## src/verilog/pr_pkg.sv

```systemverilog
package pr_pkg;

	// Command opcodes, one command per four-phase cycle
	typedef enum logic [2:0] {
		OP_WREG  = 3'd0,	// W -> Rn, n=0 targets R0
		OP_RREG  = 3'd1,	// Rn -> L
		OP_RR0SH = 3'd2,	// R0>>8 -> L
		OP_WSR   = 3'd3,	// W -> Q, BS, NB
		OP_RSR   = 3'd4,	// System register -> L
		OP_FLAGS = 3'd5,	// ALU status -> R0 flags
		OP_CLM   = 3'd6	// Master clear
	} pr_op_e;

	// ALU status seen at flag update time
	typedef struct packed {
		logic zs;			// Result zero
		logic s0;			// Result sign
		logic s_1;		// Sign of arithmetic difference
		logic carry;
		logic aryt;		// Arithmetic compare, logical when low
		logic ovf;		// Overflow
		logic ust_z;	// Z update enable
		logic ust_mc;	// M and C update enable
		logic ust_v;	// V set enable
		logic ust_leg;	// L, E, G update enable
	} pr_alu_t;

	// One command word, 32 bits wide
	typedef struct packed {
		pr_op_e      op;
		logic [2:0]  addr;	// Register number, 0 is R0
		logic [15:0] w;			// W bus word
		pr_alu_t     alu;
	} pr_cmd_t;

	// R0 seen as CPU flags, MSB first
	typedef struct packed {
		logic       z;		// Zero
		logic       m;		// Minus
		logic       v;		// Overflow, sticky
		logic       c;		// Carry
		logic       l;		// Less
		logic       e;		// Equal
		logic       g;		// Greater
		logic       y;
		logic       x;
		logic [6:0] low;	// Plain register bits
	} pr_flag_t;

	// R0 as a plain word or as flags
	typedef union packed {
		logic [15:0] word;
		pr_flag_t    f;
	} pr_r0_u;

	// Read result on the L bus
	typedef struct packed {
		logic [15:0] data;
	} pr_resp_t;

	// High R0 bits a user-mode write cannot touch
	localparam int R0_PROT_BITS = 8;

endpackage

```

## src/verilog/pr_cmd_in.sv

```systemverilog
`timescale 1ns/1ps

module pr_cmd_in (
	input  logic            clk,
	input  logic            rst_n,
	input  logic            cmd_req,
	input  pr_pkg::pr_cmd_t cmd,
	input  logic            busy,		// Response still pending
	output logic            cmd_ack,
	output pr_pkg::pr_cmd_t exec_cmd,
	output logic            do_wreg,
	output logic            do_wr0,
	output logic            do_wsr,
	output logic            do_flags,
	output logic            do_clm,
	output logic            do_read
);

	logic accept;	// Req taken this edge
	logic r0_sel;	// Address 0 means R0
	logic wr_op;
	logic rd_op;

	// New req only while idle and no response outstanding
	assign accept = cmd_req & ~cmd_ack & ~busy;
	assign r0_sel = (cmd.addr == 3'd0);
	assign wr_op  = (cmd.op == pr_pkg::OP_WREG);

	// Three flavours of read all go out on L
	assign rd_op = (cmd.op == pr_pkg::OP_RREG)
		| (cmd.op == pr_pkg::OP_RR0SH)
		| (cmd.op == pr_pkg::OP_RSR);

	// Ack side of the four-phase pair
	always_ff @(posedge clk) begin
		if (!rst_n) begin
			cmd_ack <= 1'b0;
		end else if (accept) begin
			cmd_ack <= 1'b1;	// Data latched below on same edge
		end else if (cmd_ack && !cmd_req) begin
			cmd_ack <= 1'b0;	// Sender let go, cycle closed
		end
	end

	// Command register, held until next accept
	always_ff @(posedge clk) begin
		if (accept) begin
			exec_cmd <= cmd;
		end
	end

	// Strobes live for the one cycle after accept
	always_ff @(posedge clk) begin
		if (!rst_n) begin
			do_wreg  <= 1'b0;
			do_wr0   <= 1'b0;
			do_wsr   <= 1'b0;
			do_flags <= 1'b0;
			do_clm   <= 1'b0;
			do_read  <= 1'b0;
		end else begin
			do_wreg  <= accept & wr_op & ~r0_sel;	// R1..R7
			do_wr0   <= accept & wr_op & r0_sel;	// R0 path, Q checked later
			do_wsr   <= accept & (cmd.op == pr_pkg::OP_WSR);
			do_flags <= accept & (cmd.op == pr_pkg::OP_FLAGS);
			do_clm   <= accept & (cmd.op == pr_pkg::OP_CLM);
			do_read  <= accept & rd_op;
		end
	end

endmodule

```

## src/verilog/pr_user_regs.sv

```systemverilog
`timescale 1ns/1ps

module pr_user_regs (
	input  logic        clk,
	input  logic        rst_n,
	input  logic        we,
	input  logic [2:0]  addr,
	input  logic [15:0] w,
	output logic [15:0] rd
);

	// R1..R7, no storage behind address 0
	logic [15:0] regs [1:7];

	always_ff @(posedge clk) begin
		if (!rst_n) begin
			for (int i = 1; i <= 7; i++) begin
				regs[i] <= 16'h0000;
			end
		end else if (we && (addr != 3'd0)) begin
			regs[addr] <= w;	// Write strobe from the cmd side
		end
	end

	// Async read, R0 slot reads as zero here
	assign rd = (addr == 3'd0) ? 16'h0000 : regs[addr];

endmodule

```

## src/verilog/pr_flags.sv

```systemverilog
`timescale 1ns/1ps

module pr_flags (
	input  logic              clk,
	input  logic              rst_n,
	input  logic              wr,		// Plain R0 write
	input  logic              upd,		// Flag update from ALU
	input  logic              clr,		// Master clear
	input  logic              q,			// User mode
	input  logic [15:0]       w,
	input  pr_pkg::pr_alu_t   alu,
	output pr_pkg::pr_r0_u    r0
);

	// Bits still writable in user mode
	localparam int LOW_BITS = 16 - pr_pkg::R0_PROT_BITS;

	pr_pkg::pr_r0_u r0_q;
	pr_pkg::pr_r0_u r0_d;
	logic           leg_l;	// Less, per compare type
	logic           leg_e;	// Equal

	// Arithmetic compare uses sign of difference, logical uses carry
	assign leg_l = alu.aryt ? alu.s_1 : alu.carry;
	assign leg_e = alu.zs;

	always_comb begin
		r0_d = r0_q;
		if (clr) begin
			r0_d.word = 16'h0000;
		end else if (wr) begin
			if (q) begin
				// User mode, flag byte kept
				r0_d.word = {r0_q.word[15:LOW_BITS], w[LOW_BITS-1:0]};
			end else begin
				r0_d.word = w;
			end
		end else if (upd) begin
			if (alu.ust_z) begin
				r0_d.f.z = alu.zs;
			end
			if (alu.ust_mc) begin
				r0_d.f.m = alu.s0;
				r0_d.f.c = alu.carry;
			end
			if (alu.ust_v && alu.ovf) begin
				r0_d.f.v = 1'b1;	// Sticky, only a write or clear drops it
			end
			if (alu.ust_leg) begin
				r0_d.f.l = leg_l;
				r0_d.f.e = leg_e;
				r0_d.f.g = ~(leg_l | leg_e);	// Neither less nor equal
			end
		end
	end

	always_ff @(posedge clk) begin
		if (!rst_n) begin
			r0_q.word <= 16'h0000;
		end else begin
			r0_q <= r0_d;
		end
	end

	assign r0 = r0_q;

endmodule

```

## src/verilog/pr_sysreg.sv

```systemverilog
`timescale 1ns/1ps

module pr_sysreg #(
	parameter int CPU_NUMBER = 0	// Which of the two CPUs this is
) (
	input  logic        clk,
	input  logic        rst_n,
	input  logic        load,		// W -> Q, BS, NB
	input  logic        clr,		// Master clear
	input  logic [15:0] w,
	output logic        q,			// User mode flag
	output logic [15:0] sr_word
);

	logic       bs;			// Memory segment select
	logic [3:0] nb;			// Block number
	logic       seg_rel;	// Segment relative to this CPU

	always_ff @(posedge clk) begin
		if (!rst_n) begin
			q  <= 1'b0;
			bs <= 1'b0;
			nb <= 4'h0;
		end else if (clr) begin
			q  <= 1'b0;	// Back to system mode
			bs <= 1'b0;
			nb <= 4'h0;
		end else if (load) begin
			q  <= w[10];
			bs <= w[11];
			nb <= w[15:12];
		end
	end

	// CPU 1 sees the segments swapped
	assign seg_rel = bs ^ (CPU_NUMBER != 0);

	// Readback in load layout, bits 0..9 unused
	assign sr_word = {nb, seg_rel, q, 10'd0};

endmodule

```

## src/verilog/pr_l_out.sv

```systemverilog
`timescale 1ns/1ps

module pr_l_out (
	input  logic             clk,
	input  logic             rst_n,
	input  logic             do_read,
	input  pr_pkg::pr_op_e   op,
	input  logic [2:0]       addr,
	input  logic [15:0]      r1_7,		// User register read port
	input  pr_pkg::pr_r0_u   r0,
	input  logic [15:0]      sr_word,
	input  logic             res_ack,
	output logic             res_req,
	output pr_pkg::pr_resp_t res,
	output logic             busy		// Holds off the cmd side
);

	logic [15:0] l_word;	// Selected L bus word

	always_comb begin
		case (op)
			pr_pkg::OP_RREG:  l_word = (addr == 3'd0) ? r0.word : r1_7;
			pr_pkg::OP_RR0SH: l_word = {8'h00, r0.word[15:8]};	// Flag byte down
			pr_pkg::OP_RSR:   l_word = sr_word;
			default:          l_word = 16'h0000;
		endcase
	end

	// Req side of the response pair, busy until ack drops
	always_ff @(posedge clk) begin
		if (!rst_n) begin
			res_req <= 1'b0;
			busy    <= 1'b0;
		end else if (do_read) begin
			res_req <= 1'b1;
			busy    <= 1'b1;
		end else if (res_req && res_ack) begin
			res_req <= 1'b0;	// Consumer took it
		end else if (busy && !res_req && !res_ack) begin
			busy <= 1'b0;	// Four-phase cycle done
		end
	end

	// Payload stays put while res_req is high
	always_ff @(posedge clk) begin
		if (do_read) begin
			res.data <= l_word;
		end
	end

endmodule

```

## src/verilog/pr_top.sv

```systemverilog
`timescale 1ns/1ps

module pr_top #(
	parameter int CPU_NUMBER = 0
) (
	input  logic             clk,
	input  logic             rst_n,
	input  logic             cmd_req,
	input  pr_pkg::pr_cmd_t  cmd,
	output logic             cmd_ack,
	output logic             res_req,
	output pr_pkg::pr_resp_t res,
	input  logic             res_ack,
	output logic             q
);

	pr_pkg::pr_cmd_t exec_cmd;	// Command under execution
	logic            do_wreg;
	logic            do_wr0;
	logic            do_wsr;
	logic            do_flags;
	logic            do_clm;
	logic            do_read;
	logic            busy;
	logic [15:0]     r1_7;
	pr_pkg::pr_r0_u  r0;
	logic [15:0]     sr_word;

	pr_cmd_in u_cmd_in (
		.clk(clk), .rst_n(rst_n),
		.cmd_req(cmd_req), .cmd(cmd), .busy(busy), .cmd_ack(cmd_ack),
		.exec_cmd(exec_cmd),
		.do_wreg(do_wreg), .do_wr0(do_wr0), .do_wsr(do_wsr),
		.do_flags(do_flags), .do_clm(do_clm), .do_read(do_read)
	);

	// Same address feeds write and read port
	pr_user_regs u_user_regs (
		.clk(clk), .rst_n(rst_n),
		.we(do_wreg), .addr(exec_cmd.addr), .w(exec_cmd.w), .rd(r1_7)
	);

	pr_flags u_flags (
		.clk(clk), .rst_n(rst_n),
		.wr(do_wr0), .upd(do_flags), .clr(do_clm), .q(q),
		.w(exec_cmd.w), .alu(exec_cmd.alu), .r0(r0)
	);

	pr_sysreg #(.CPU_NUMBER(CPU_NUMBER)) u_sysreg (
		.clk(clk), .rst_n(rst_n),
		.load(do_wsr), .clr(do_clm), .w(exec_cmd.w), .q(q), .sr_word(sr_word)
	);

	pr_l_out u_l_out (
		.clk(clk), .rst_n(rst_n),
		.do_read(do_read), .op(exec_cmd.op), .addr(exec_cmd.addr),
		.r1_7(r1_7), .r0(r0), .sr_word(sr_word),
		.res_ack(res_ack), .res_req(res_req), .res(res), .busy(busy)
	);

endmodule

```

## config.mk

```make
export PLATFORM = sky130hd
export DESIGN_NAME = pr_top
export DESIGN_NICKNAME = d
export VERILOG_FILES = /design/src/verilog/pr_pkg.sv /design/src/verilog/pr_cmd_in.sv /design/src/verilog/pr_user_regs.sv /design/src/verilog/pr_flags.sv /design/src/verilog/pr_sysreg.sv /design/src/verilog/pr_l_out.sv /design/src/verilog/pr_top.sv
export SDC_FILE = /design/constraint.sdc
export NUM_CORES = 1
export LEC_CHECK = 0
export ABC_AREA = 0
export BUFFER_PORTS_ARGS = -buffer_cell sky130_fd_sc_hd__buf_2
export CORE_MARGIN = 2
export CORE_UTILIZATION = 35
export CTS_BUF_LIST = sky130_fd_sc_hd__clkbuf_8
export DETAILED_ROUTE_END_ITERATION = 10
export GPL_TIMING_DRIVEN = 0
export HOLD_SLACK_MARGIN = 0.03
export SLEW_MARGIN = 15
export SYNTH_ARGS = -nofsm -noshare
export SYNTH_HDL_FRONTEND = slang
export SYNTH_SLANG_ARGS = --single-unit
```

## constraint.sdc

```tcl
create_clock -name clk -period 2.41 [get_ports clk]
set_clock_uncertainty 0.15 [all_clocks]
set_input_delay 0.1205 -clock clk [delete_from_list [all_inputs] [get_ports clk]]
set_output_delay 0.1205 -clock clk [all_outputs]
set_load 0.02 [all_outputs]
```

== After elaboration in Yosys (flattened, before gate mapping) ==
Memory sizes are Yosys's and may differ from the RTL's. A register that Yosys moved wholly into a read port is not among the register bits.
Cells that the tools add are included.
Storage, ports and cells
  bits of input ports: 36
  word-level logic and storage cells: 117
  bits in writable memories: 112
  latch bits: 0
  memories kept: 1
  output and inout bits: 19
  bits in read-only memories: 0
  flip-flop bits (word level): 79
Cells by class
  bitwise operators: 18
  muxes and demuxes: 26
  add/subtract/negate cells: 0
  reductions and logical operators: 29
  divide/modulo/power cells: 0
  $lt $le $gt $ge: 0
  eq/ne operators: 11
  $mul: 0
  shift operators: 0
Memory list
  u_user_regs.regs: depth 7, width 16, rd ports 1, clocked after memory_dff 1, wr ports 7, line pr_user_regs.sv:13  | logic [15:0] regs [1:7];
Operators with widths (count)
  2-to-1 mux 16 bit: 3
  case mux 16 bit (3 select lines): 1
  2-to-1 mux 1 bit: 17
  nonzero test 2 bit: 8
  OR reduction 16 bit: 1
  2-to-1 mux 7 bit: 2
  == test 3 bit (second input constant): 4
  AND reduction 3 bit: 4
  AND 1 bit: 9
  == test 3 x 2 -> 1 bit (second input constant): 3
  logical NOT 3 bit: 3
  2-to-1 mux 3 bit: 3
  == test 3 x 1 -> 1 bit (second input constant): 2
  logical AND 1 bit: 6
  NOT 1 bit: 6
  inequality test 2 bit (second input constant): 2
  AND reduction 2 bit: 2
  logical NOT 1 bit: 3
  bitwise OR 1 bit: 3
  nonzero test 3 bit: 1
  OR reduction 2 bit: 1

== Logic depth before layout (Yosys ltp) ==
Gate-level depths: netlist of run 1.
  word-level depth: 7
  depth in mapped cells: 7
  depth with buffers taken out: 4

== Cells and area by module ==
From an unflattened synthesis of run 1, not the netlist that was laid out.
Second synthesis, totals
  cells, all modules: 609
  area, all modules: 8380.5 um^2
By module, submodules not included
  pr_user_regs: times used 1, cells an instance 371, seq. area each 3363.2 um^2, area an instance 5159.9 um^2
  pr_cmd_in: times used 1, cells an instance 56, seq. area each 1101.1 um^2, area an instance 1233.7 um^2
  pr_l_out: times used 1, cells an instance 74, seq. area each 520.5 um^2, area an instance 973.4 um^2
  pr_flags: times used 1, cells an instance 75, seq. area each 320.3 um^2, area an instance 699.4 um^2
  pr_sysreg: times used 1, cells an instance 33, seq. area each 120.1 um^2, area an instance 314.1 um^2

== Worst setup path before layout of run 1 ==
No wires, ideal clock.
  path kind: reg2reg
  start: register u_cmd_in.exec_cmd[28] (netlist name)
  end: memory u_user_regs.regs[3][0], enable pin
  setup time: 0.411 ns
  required time: 1.849 ns
  setup slack: -0.022 ns
  period minus slack after synthesis: 2.432 ns
  path buffers: 0
  data arrival time: 1.871 ns
  stages on the path, launching flop included: 3
  cells stage by stage: edfxtp_1 -> nand3b_1 -> o21ai_0
RTL lines (line)
  end, declared: pr_user_regs.sv:13

==> results of run 1 <==
[worst max-delay path, cell delays in order (launching register included)]
cell and delay [ns]:
sky130_fd_sc_hd__dfxtp_1 0.32, sky130_fd_sc_hd__buf_2 0.24, sky130_fd_sc_hd__nand2b_1 0.14, sky130_fd_sc_hd__clkbuf_2 0.19, sky130_fd_sc_hd__buf_2 0.27, sky130_fd_sc_hd__o22ai_1 0.14
sky130_fd_sc_hd__a211oi_1 0.37, sky130_fd_sc_hd__o21ai_1 0.16
[power by group through the flow]
stage	Clock (W)	Combinational [W]	Sequential (W)
finish	0.00308	0.000582	0.00417
global route	0.00332	0.000628	0.00418
CTS	0.00316	0.000580	0.00417
detailed placement	0	0.000533	0.00424
global placement	0	0.000505	0.00425
floorplan	0	0.000322	0.00421
[final timing paths]
kind	from	to	slack [ns]	cells past startpoint
setup / recovery	flip-flop	u_l_out.res[7]$_DFFE_PP_	0.17	7
hold / removal	cmd[7]	u_cmd_in.exec_cmd[7]$_DFFE_PP_	0.16	2
setup reg to reg	flip-flop	u_l_out.res[7]$_DFFE_PP_	0.17	7
hold reg to reg	u_flags.r0[1]$_SDFFE_PP0P_	u_flags.r0[1]$_SDFFE_PP0P_	0.34	2
[stage by stage]
step | setup WS [ns] | TNS, ns | util [%] | instance area [µm²]
3_5_place_dp | -0.0234 | -0.347 | 39.2 | 9560
6_report | 0.165 | 0 | 43.7 | 10700
2_1_floorplan | -0.0223 | -1.12 | - | 8750
4_1_cts | 0.0694 | 0 | 43.6 | 10600
5_1_grt | -0.0124 | -0.0443 | 43.7 | 10700
3_3_place_gp | -1.13 | -99.41 | 38.7 | 9430
[layer usage]
layer / vias to the layer above / part of all wire, %
met4: 0 / 1.8
met1: 2635 / 45
met5: - / 0
met2: 105 / 49
met3: 31 / 4.8
li1: 2546 / -
[registers in the layout, summed over array words and instances (netlist names), 4 cells and up, named ones only]
register           flops
u_cmd_in.exec_cmd     32
u_flags.r0            16
u_l_out.res           16
u_sysreg.nb            4
u_user_regs.regs     128
[cell type report]
| cell class | instances | area, µm² |
|---|---|---|
| plain buffers | 32 | 161 |
| clock buffers | 37 | 509 |
| multi-input cells | 374 | 2660 |
| flip-flops and latches | 210 | 5970 |
| repair buffers | 104 | 786 |
| clock inverters | 29 | 179 |
| fillers | 2254 | 13700 |
| inverters | 1 | 3.75 |
| well taps | 324 | 405 |
[placed cells by master (no fill, tap or decap), types with 17 or more instances in the layout]
master                            n
sky130_fd_sc_hd__nand2_1         25
sky130_fd_sc_hd__nor2_1          24
sky130_fd_sc_hd__and2_1         112
sky130_fd_sc_hd__o21ai_0         23
sky130_fd_sc_hd__edfxtp_1       176
sky130_fd_sc_hd__buf_2           62
sky130_fd_sc_hd__dlygate4sd3_1   38
sky130_fd_sc_hd__clkbuf_8        37
sky130_fd_sc_hd__clkbuf_1        17
sky130_fd_sc_hd__dfxtp_1         34
sky130_fd_sc_hd__mux2i_1         49
[kinds of logic (layout without fill, tap and decap cells)]
group	Yosys count	in the layout	share of synthesized area, %
AO/OA/AOI/OAI	97	97	6.75
AND/OR/NAND/NOR	193	193	12.8
multiplexers	67	67	9.78
other	1	16	0.0431
flip-flops	210	210	68.6
buffers and inverters	33	203	1.90
XOR/XNOR	1	1	0.101
[repair_timing]
action                                 4_1_cts  5_1_grt
setup endpoints to repair                   16       22
gates resized for setup                      1        3
pin swaps                                    0        1
hold buffers                                38        0
endpoints found under the hold margin       50        0
setup buffers                                0        4
gates cloned                                 0        0
==> flow_summary.html, run 1 <==
<table>
<tr><th>Metric</th><th>Value</th></tr>
<tr><th colspan="2">Power</th></tr>
<tr><td>Part of the total power dissipated in sequential elements</td><td>53.2%</td></tr>
<tr><td>Share of power burned in combinational logic</td><td>7.4%</td></tr>
<tr><td>Total power</td><td>0.00783 W</td></tr>
<tr><td>Switching share of power</td><td>23.6%</td></tr>
<tr><td>Pint</td><td>0.00598 W</td></tr>
<tr><td>Power density over the cells</td><td>734 mW/mm²</td></tr>
<tr><td>Leakage power</td><td>3.95 nW</td></tr>
<tr><td>Peak supply drop</td><td>0.528 mV</td></tr>
<tr><td>Clk network pwr share</td><td>39.3%</td></tr>
<tr><td>Switching component of the power</td><td>0.00185 W</td></tr>
<tr><th colspan="2">Finish</th></tr>
<tr><td>Area growth from synthesis to layout</td><td>22.7%</td></tr>
<tr><td>Fraction of layout cells with a size suffix above 1</td><td>20.6%</td></tr>
<tr><td>Antenna diode count</td><td>0</td></tr>
<tr><td>Final net count</td><td>795</td></tr>
<tr><td>Post-route non-filler standard cell count</td><td>1111</td></tr>
<tr><th colspan="2">Setup path</th></tr>
<tr><td>Crit path capture type</td><td>flip-flop</td></tr>
<tr><td>Worst path required time</td><td>2.51 ns</td></tr>
<tr><td>Crit Path Category</td><td>flip-flop to flip-flop</td></tr>
<tr><td>Crit path max fanout</td><td>10</td></tr>
<tr><td>Kind of launch point of the worst setup path</td><td>flip-flop</td></tr>
<tr><td>Arrival time worst endpoint</td><td>2.34 ns</td></tr>
<tr><th colspan="2">Place</th></tr>
<tr><td>DP Wirelength</td><td>13.7 mm</td></tr>
<tr><td>Count of buffers inserted at the top-level ports</td><td>54</td></tr>
<tr><td>Number of placed cells counting well taps</td><td>1003</td></tr>
<tr><td>RD Place Congestion</td><td>0.797</td></tr>
<tr><th colspan="2">STA</th></tr>
<tr><td>Tightest hold margin</td><td>0.158 ns</td></tr>
<tr><td>Period Utilization, post-route</td><td>93.1%</td></tr>
<tr><td>Tightest Pin Transition</td><td>1.05 ns</td></tr>
<tr><td>Total of endpoints with negative setup slack in the final report</td><td>0</td></tr>
<tr><td>Final critical-path required period</td><td>2.24 ns</td></tr>
<tr><td>Final Slew Violations</td><td>0</td></tr>
<tr><td>Worst slew margin</td><td>29.5%</td></tr>
<tr><td>Final hold violation count</td><td>0</td></tr>
<tr><td>Setup repair after global routing missed its margin</td><td>yes</td></tr>
<tr><td>Highest attainable clock frequency</td><td>446 MHz</td></tr>
<tr><th colspan="2">Synthesis</th></tr>
<tr><td>Cell variety after synth</td><td>42</td></tr>
<tr><td>Cell types with the largest area share after synthesis</td><td>sky130_fd_sc_hd__edfxtp_1 (61%), sky130_fd_sc_hd__and2_1 (8.1%), sky130_fd_sc_hd__dfxtp_1 (7.8%)</td></tr>
<tr><td>Number of instances in the synthesized netlist</td><td>602</td></tr>
<tr><td>Most used standard cell by instance count after synthesis</td><td>sky130_fd_sc_hd__edfxtp_1</td></tr>
<tr><td>Area of the mapped netlist</td><td>0.00870 mm²</td></tr>
<tr><td>Ys flop type</td><td>sky130_fd_sc_hd__edfxtp_1</td></tr>
<tr><td>Average footprint of a synthesized cell</td><td>14.4 µm²</td></tr>
<tr><td>Yosys warning total</td><td>0</td></tr>
<tr><td>Seq/Total Area, Yosys</td><td>68.6%</td></tr>
<tr><td>Most frequent cells after synthesis</td><td>sky130_fd_sc_hd__edfxtp_1 (176), sky130_fd_sc_hd__and2_1 (112), sky130_fd_sc_hd__mux2i_1 (49)</td></tr>
<tr><td>Post-synthesis sequential element count</td><td>210</td></tr>
<tr><td>Top-area cell type share of the netlist area</td><td>60.8%</td></tr>
<tr><td>Number of enable-type register cells in the synthesized netlist</td><td>176</td></tr>
<tr><td>Top cell type by total area after synthesis</td><td>sky130_fd_sc_hd__edfxtp_1</td></tr>
<tr><td>Synth async-reset ratio</td><td>0%</td></tr>
<tr><th colspan="2">Die</th></tr>
<tr><td>Horizontal extent of the die</td><td>162 µm</td></tr>
<tr><td>Chip height</td><td>162 µm</td></tr>
<tr><td>Effective utilization at floorplan</td><td>35.7%</td></tr>
<tr><td>Std cell rows</td><td>57</td></tr>
<tr><td>Core Footprint</td><td>0.0244 mm²</td></tr>
<tr><td>Number of top-level pins</td><td>55</td></tr>
<tr><td>Die area</td><td>0.0261 mm²</td></tr>
<tr><th colspan="2">Global route</th></tr>
<tr><td>Via count of the first global-routing pass</td><td>5472</td></tr>
<tr><td>Routing usage on met1</td><td>21.6%</td></tr>
<tr><td>Maximum number of pins on one net before global-route repair</td><td>19</td></tr>
<tr><td>GR Overflow Total</td><td>0</td></tr>
<tr><td>Most Crowded Layer GR</td><td>met2</td></tr>
<tr><td>Met2 capacity usage during global routing</td><td>26.5%</td></tr>
<tr><td>Number of antenna violations at the first check in global routing</td><td>0</td></tr>
<tr><td>Grt met3 use</td><td>2.59%</td></tr>
<tr><td>Global-route wire length before repair</td><td>31.3 mm</td></tr>
<tr><td>Aggregate global-route resource usage</td><td>15.8%</td></tr>
<tr><th colspan="2">Clock network</th></tr>
<tr><td>Clock tree from TritonCTS</td><td>done</td></tr>
<tr><td>Root Buffer</td><td>sky130_fd_sc_hd__clkbuf_8</td></tr>
<tr><td>Htree depth</td><td>2</td></tr>
<tr><td>Clock slew seen by the registers of the worst setup and hold paths</td><td>0.06 ns</td></tr>
<tr><td>Clk buf depth</td><td>3</td></tr>
<tr><td>Clk sink count</td><td>210</td></tr>
<tr><td>Worst-skew pair later-pin latency</td><td>0.52 ns</td></tr>
<tr><td>Inserted Clock Buffers</td><td>36</td></tr>
<tr><th colspan="2">Routing</th></tr>
<tr><td>Remaining antenna violation count</td><td>0</td></tr>
<tr><td>Final routed DRC violation total</td><td>0</td></tr>
<tr><td>Starting DRC count in detailed routing</td><td>401</td></tr>
<tr><td>DR vias</td><td>5317</td></tr>
<tr><td>Average vias per placed instance</td><td>4.79</td></tr>
<tr><td>Detailed-router iteration count before antenna repair</td><td>4</td></tr>
<tr><td>Routed length per instance</td><td>18.3 µm</td></tr>
<tr><td>Post-Route WL</td><td>20.3 mm</td></tr>
<tr><th colspan="2">Status</th></tr>
<tr><td>Outcome</td><td>complete, no violations</td></tr>
<tr><th colspan="2">Hold path</th></tr>
<tr><td>Worst min path class</td><td>primary input to flip-flop</td></tr>
<tr><th colspan="2">Run</th></tr>
<tr><td>Max-capacitance violation count</td><td>0</td></tr>
</table>
Note: power is estimated with default switching activity, not from simulation.
==> run 2, diff against run 1 <==
--- a/config.mk
+++ b/config.mk
@@ -5,8 +5,9 @@
 export SDC_FILE = /design/constraint.sdc
 export NUM_CORES = 1
 export LEC_CHECK = 0
-export ABC_AREA = 0
+export ABC_AREA = 1
 export BUFFER_PORTS_ARGS = -buffer_cell sky130_fd_sc_hd__buf_2
+export CORE_ASPECT_RATIO = 1.2
 export CORE_MARGIN = 2
 export CORE_UTILIZATION = 35
 export CTS_BUF_LIST = sky130_fd_sc_hd__clkbuf_8
==> run 2 against run 1 <==
- maximum frequency shrank 1.5%
- critical path depth grew 1
- synthesized area grew 0.78%
- worst hold slack gained 0.00084 ns
- sequential cell count is the same
- cell area shrank 0.99%
- sequential share of layout area grew 0.56 points
- via count grew 19%
==> flow_summary.html, run 2 <==
<table>
<tr><th>Metric</th><th>Value</th></tr>
<tr><th colspan="2">Die</th></tr>
<tr><td>Effective utilization at floorplan</td><td>35.5% (was 35.7%)</td></tr>
<tr><td>Die area</td><td>0.0263 mm² (was 0.0261 mm²)</td></tr>
<tr><td>Std cell rows</td><td>63 (was 57)</td></tr>
<tr><td>Chip height</td><td>177 µm (was 162 µm)</td></tr>
<tr><td>Horizontal extent of the die</td><td>148 µm (was 162 µm)</td></tr>
<tr><td>Number of top-level pins</td><td>55 (unchanged)</td></tr>
<tr><td>Core Footprint</td><td>0.0247 mm² (was 0.0244 mm²)</td></tr>
<tr><th colspan="2">Synthesis</th></tr>
<tr><td>Most used standard cell by instance count after synthesis</td><td>sky130_fd_sc_hd__nand2_1 (was sky130_fd_sc_hd__edfxtp_1)</td></tr>
<tr><td>Simple-gate portion of the synthesized area</td><td>23.2% (was 12.8%)</td></tr>
<tr><td>Cell types with the largest area share after synthesis</td><td>sky130_fd_sc_hd__edfxtp_1 (60%), sky130_fd_sc_hd__nand2_1 (8.7%), sky130_fd_sc_hd__dfxtp_1 (7.8%) (was sky130_fd_sc_hd__edfxtp_1 (61%), sky130_fd_sc_hd__and2_1 (8.1%), sky130_fd_sc_hd__dfxtp_1 (7.8%))</td></tr>
<tr><td>Most frequent cells after synthesis</td><td>sky130_fd_sc_hd__nand2_1 (202), sky130_fd_sc_hd__edfxtp_1 (176), sky130_fd_sc_hd__nor2_1 (121) (was sky130_fd_sc_hd__edfxtp_1 (176), sky130_fd_sc_hd__and2_1 (112), sky130_fd_sc_hd__mux2i_1 (49))</td></tr>
<tr><td>Synth async-reset ratio</td><td>0% (unchanged)</td></tr>
<tr><td>Post-synthesis sequential element count</td><td>210 (unchanged)</td></tr>
<tr><td>Seq/Total Area, Yosys</td><td>68.1% (was 68.6%)</td></tr>
<tr><td>Largest family of logic cells by synthesized area</td><td>simple AND/OR/NAND/NOR gates (unchanged)</td></tr>
<tr><td>Number of instances in the synthesized netlist</td><td>845 (was 602)</td></tr>
<tr><td>Ys flop type</td><td>sky130_fd_sc_hd__edfxtp_1 (unchanged)</td></tr>
<tr><td>Number of enable-type register cells in the synthesized netlist</td><td>176 (unchanged)</td></tr>
<tr><td>Area of the mapped netlist</td><td>0.00876 mm² (was 0.00870 mm²)</td></tr>
<tr><td>Yosys warning total</td><td>0 (unchanged)</td></tr>
<tr><td>Multiplexer share of the synthesized area</td><td>0% (was 9.78%)</td></tr>
<tr><td>Top-area cell type share of the netlist area</td><td>60.3% (was 60.8%)</td></tr>
<tr><td>Post-synthesis xor/xnor area fraction</td><td>0% (was 0.101%)</td></tr>
<tr><td>Share of synthesized cell area in full adder, half adder and majority cells</td><td>0% (unchanged)</td></tr>
<tr><td>Average footprint of a synthesized cell</td><td>10.4 µm² (was 14.4 µm²)</td></tr>
<tr><td>Cell variety after synth</td><td>28 (was 42)</td></tr>
<tr><td>Top cell type by total area after synthesis</td><td>sky130_fd_sc_hd__edfxtp_1 (unchanged)</td></tr>
<tr><td>Complex-gate fraction of the synthesized area</td><td>4.01% (was 6.75%)</td></tr>
<tr><th colspan="2">Routing</th></tr>
<tr><td>Remaining antenna violation count</td><td>0 (unchanged)</td></tr>
<tr><td>Final routed DRC violation total</td><td>0 (unchanged)</td></tr>
<tr><td>DR vias</td><td>6337 (was 5317)</td></tr>
<tr><td>Starting DRC count in detailed routing</td><td>385 (was 401)</td></tr>
<tr><td>Detailed-router iteration count before antenna repair</td><td>5 (was 4)</td></tr>
<tr><td>Average vias per placed instance</td><td>4.73 (was 4.79)</td></tr>
<tr><td>Routed length per instance</td><td>16.3 µm (was 18.3 µm)</td></tr>
<tr><td>Post-Route WL</td><td>21.8 mm (was 20.3 mm)</td></tr>
<tr><th colspan="2">Clock network</th></tr>
<tr><td>Clk buf depth</td><td>3 (unchanged)</td></tr>
<tr><td>Clock slew seen by the registers of the worst setup and hold paths</td><td>0.06 ns (about the same)</td></tr>
<tr><td>Htree depth</td><td>2 (unchanged)</td></tr>
<tr><td>Worst-skew pair later-pin latency</td><td>0.52 ns (about the same)</td></tr>
<tr><td># Post-CTS Setup Buffers</td><td>0 (unchanged)</td></tr>
<tr><td>Clk sink count</td><td>210 (unchanged)</td></tr>
<tr><td>Root Buffer</td><td>sky130_fd_sc_hd__clkbuf_8 (unchanged)</td></tr>
<tr><td>Clock tree from TritonCTS</td><td>done (unchanged)</td></tr>
<tr><td>Inserted Clock Buffers</td><td>34 (was 36)</td></tr>
<tr><th colspan="2">Setup path</th></tr>
<tr><td>Kind of launch point of the worst setup path</td><td>flip-flop (unchanged)</td></tr>
<tr><td>Arrival time worst endpoint</td><td>2.39 ns (was 2.34 ns)</td></tr>
<tr><td>Depth of the worst register-to-register path</td><td>8 (was 7)</td></tr>
<tr><td>Crit Path Category</td><td>flip-flop to flip-flop (unchanged)</td></tr>
<tr><td>Crit path max fanout</td><td>10 (unchanged)</td></tr>
<tr><td>Reg-to-reg setup timing slack</td><td>0.13 ns (was 0.17 ns)</td></tr>
<tr><td>Crit path capture type</td><td>flip-flop (unchanged)</td></tr>
<tr><td>RR Endpoint</td><td>u_l_out.res[5]$_DFFE_PP_ (was u_l_out.res[7]$_DFFE_PP_)</td></tr>
<tr><td>Worst path required time</td><td>2.53 ns (was 2.51 ns)</td></tr>
<tr><th colspan="2">STA</th></tr>
<tr><td>Tightest Pin Transition</td><td>0.771 ns (was 1.05 ns)</td></tr>
<tr><td>Total Neg Setup Slack</td><td>0 ns (unchanged)</td></tr>
<tr><td>Period Utilization, post-route</td><td>94.6% (was 93.1%)</td></tr>
<tr><td>Final Slew Violations</td><td>0 (unchanged)</td></tr>
<tr><td>Setup repair after global routing missed its margin</td><td>no (was yes)</td></tr>
<tr><td>Final critical-path required period</td><td>2.28 ns (was 2.24 ns)</td></tr>
<tr><td>Final hold violation count</td><td>0 (unchanged)</td></tr>
<tr><td>Worst slew margin</td><td>48.5% (was 29.5%)</td></tr>
<tr><td>Total of endpoints with negative setup slack in the final report</td><td>0 (unchanged)</td></tr>
<tr><td>Highest attainable clock frequency</td><td>439 MHz (was 446 MHz)</td></tr>
<tr><th colspan="2">Global route</th></tr>
<tr><td>Number of antenna violations at the first check in global routing</td><td>0 (unchanged)</td></tr>
<tr><td>Met2 capacity usage during global routing</td><td>29.6% (was 26.5%)</td></tr>
<tr><td>Via count of the first global-routing pass</td><td>6211 (was 5472)</td></tr>
<tr><td>GR Overflow Total</td><td>0 (unchanged)</td></tr>
<tr><td>Global-route wire length before repair</td><td>33.7 mm (was 31.3 mm)</td></tr>
<tr><td>Grt met3 use</td><td>2.62% (was 2.59%)</td></tr>
<tr><td>Most Crowded Layer GR</td><td>met2 (unchanged)</td></tr>
<tr><td>Maximum number of pins on one net before global-route repair</td><td>20 (was 19)</td></tr>
<tr><td>Aggregate global-route resource usage</td><td>17.0% (was 15.8%)</td></tr>
<tr><td>Routing usage on met1</td><td>20.5% (was 21.6%)</td></tr>
<tr><th colspan="2">Finish</th></tr>
<tr><td>Area growth from synthesis to layout</td><td>20.5% (was 22.7%)</td></tr>
<tr><td>Leading cell type in the layout, fill and taps excluded</td><td>sky130_fd_sc_hd__nand2_1 (was sky130_fd_sc_hd__edfxtp_1)</td></tr>
<tr><td>Regs by FF count</td><td>u_user_regs.regs: 128 flops, u_cmd_in.exec_cmd: 32 flops (unchanged)</td></tr>
<tr><td>Final cell area excluding filler cells</td><td>0.0106 mm² (was 0.0107 mm²)</td></tr>
<tr><td>Final net count</td><td>1024 (was 795)</td></tr>
<tr><td>Fraction of layout cells with a size suffix above 1</td><td>15.0% (was 20.6%)</td></tr>
<tr><td>Number of flip-flops under the largest register name</td><td>128 (unchanged)</td></tr>
<tr><td>Antenna diode count</td><td>0 (unchanged)</td></tr>
<tr><td>Register name with the most flops</td><td>u_user_regs.regs (unchanged)</td></tr>
<tr><td>Commonest non-fill, non-tap cells in the layout</td><td>sky130_fd_sc_hd__nand2_1 (195), sky130_fd_sc_hd__edfxtp_1 (176), sky130_fd_sc_hd__nor2_1 (121) (was sky130_fd_sc_hd__edfxtp_1 (176), sky130_fd_sc_hd__and2_1 (112), sky130_fd_sc_hd__buf_2 (62))</td></tr>
<tr><th colspan="2">Hold path</th></tr>
<tr><td>Hold Crit Endpoint</td><td>u_cmd_in.exec_cmd[25]$_DFFE_PP_ (was u_cmd_in.exec_cmd[7]$_DFFE_PP_)</td></tr>
<tr><td>Hold Crit Start</td><td>cmd[25] (was cmd[7])</td></tr>
<tr><td>Worst Hold Path Cells</td><td>2 (unchanged)</td></tr>
<tr><td>Worst min path class</td><td>primary input to flip-flop (unchanged)</td></tr>
<tr><th colspan="2">Power</th></tr>
<tr><td>Power density over the cells</td><td>738 mW/mm² (was 734 mW/mm²)</td></tr>
<tr><td>Peak supply drop</td><td>0.413 mV (was 0.528 mV)</td></tr>
<tr><td>Leakage power</td><td>4.39 nW (was 3.95 nW)</td></tr>
<tr><th colspan="2">Run</th></tr>
<tr><td>Max-capacitance violation count</td><td>0 (unchanged)</td></tr>
<tr><th colspan="2">Place</th></tr>
<tr><td>Instance area at placement</td><td>0.00953 mm² (was 0.00956 mm²)</td></tr>
<tr><td>DP Wirelength</td><td>15.4 mm (was 13.7 mm)</td></tr>
<tr><td>Count of buffers inserted at the top-level ports</td><td>53 (was 54)</td></tr>
<tr><td>RD Place Congestion</td><td>0.867 (was 0.797)</td></tr>
<tr><th colspan="2">Status</th></tr>
<tr><td>Outcome</td><td>complete, no violations (unchanged)</td></tr>
</table>
==> run 2: final cells by class <==
class                   count  area, µm²
fillers                  2377      14100
plain buffers              39        194
clock buffers              38        523
inverters                  58        218
multi-input cells         553       2480
flip-flops and latches    210       5970
well taps                 325        407
clock inverters            24        111
repair buffers             92        666
==> run 2: timing repair <==
action,4_1_cts,5_1_grt
endpoints found under the hold margin,49,0
setup endpoints to repair,94,45
gates resized for setup,6,5
hold buffers,37,0
==> run 2: how the worst max path moves through the flow <==
stage,to,startpoint,cells after the start
after CTS,u_user_regs.regs[3][13]$_SDFFCE_PN0P_,u_cmd_in.exec_cmd[28]$_DFFE_PP_,7
after floorplan,u_cmd_in.do_wr0$_SDFF_PN0_,u_cmd_in.cmd_ack$_SDFFE_PN0P_,3
after global routing,u_l_out.res[4]$_DFFE_PP_,flip-flop,8
final,u_l_out.res[5]$_DFFE_PP_,flip-flop,8
after detailed placement,u_user_regs.regs[6][3]$_SDFFCE_PN0P_,u_cmd_in.exec_cmd[27]$_DFFE_PP_,7
after global placement,u_cmd_in.do_flags$_SDFF_PN0_,u_l_out.busy$_SDFFE_PN0P_,3
==> run 2: kinds of logic after synthesis <==
| kind of cell | count (synthesis) |
|---|---|
| other | 1 |
| buffers and inverters | 97 |
| AND/OR/NAND/NOR | 468 |
| AO/OA/AOI/OAI | 69 |
| flip-flops | 210 |
==> run 2: report_power, final <==
| group | switching, W | internal [W] |
|---|---|---|
| Combinational | 0.000567 | 0.000235 |
| Clock | 0.00138 | 0.00146 |
| Sequential | 0.0000569 | 0.00409 |
==> run 2: layer usage <==
| metal | up-vias | wire [µm] |
|---|---|---|
| li1 | 3114 | - |
| met1 | 2953 | 8710 |
| met2 | 213 | 10900 |
| met3 | 57 | 1240 |
| met4 | 0 | 949 |
| met5 | - | 0 |
==> run 2: stage by stage <==
step	instances	total power (W)	hold slack, ns	utilization [%]	setup WS [ns]
after floorplan	860	0.00466	0.0490	-	0.284
after global placement	1238	0.00496	0.147	38.5	-0.295
after detailed placement	1240	0.00498	0.149	38.6	-0.179
after CTS	1339	0.00784	0.132	42.8	0.00747
after global routing	1339	0.00810	0.141	42.8	0.0307
final	1339	0.00779	0.159	42.8	0.131
==> run 2: worst max-delay path, cell delays in order (launching register included) <==
cell and delay (ns):
sky130_fd_sc_hd__dfxtp_1 0.30, sky130_fd_sc_hd__clkbuf_1 0.18, sky130_fd_sc_hd__inv_1 0.22, sky130_fd_sc_hd__clkbuf_1 0.45
sky130_fd_sc_hd__nand3_1 0.20, sky130_fd_sc_hd__nand3_1 0.13, sky130_fd_sc_hd__nand3_1 0.14, sky130_fd_sc_hd__nand2_1 0.17
sky130_fd_sc_hd__nand2_1 0.08
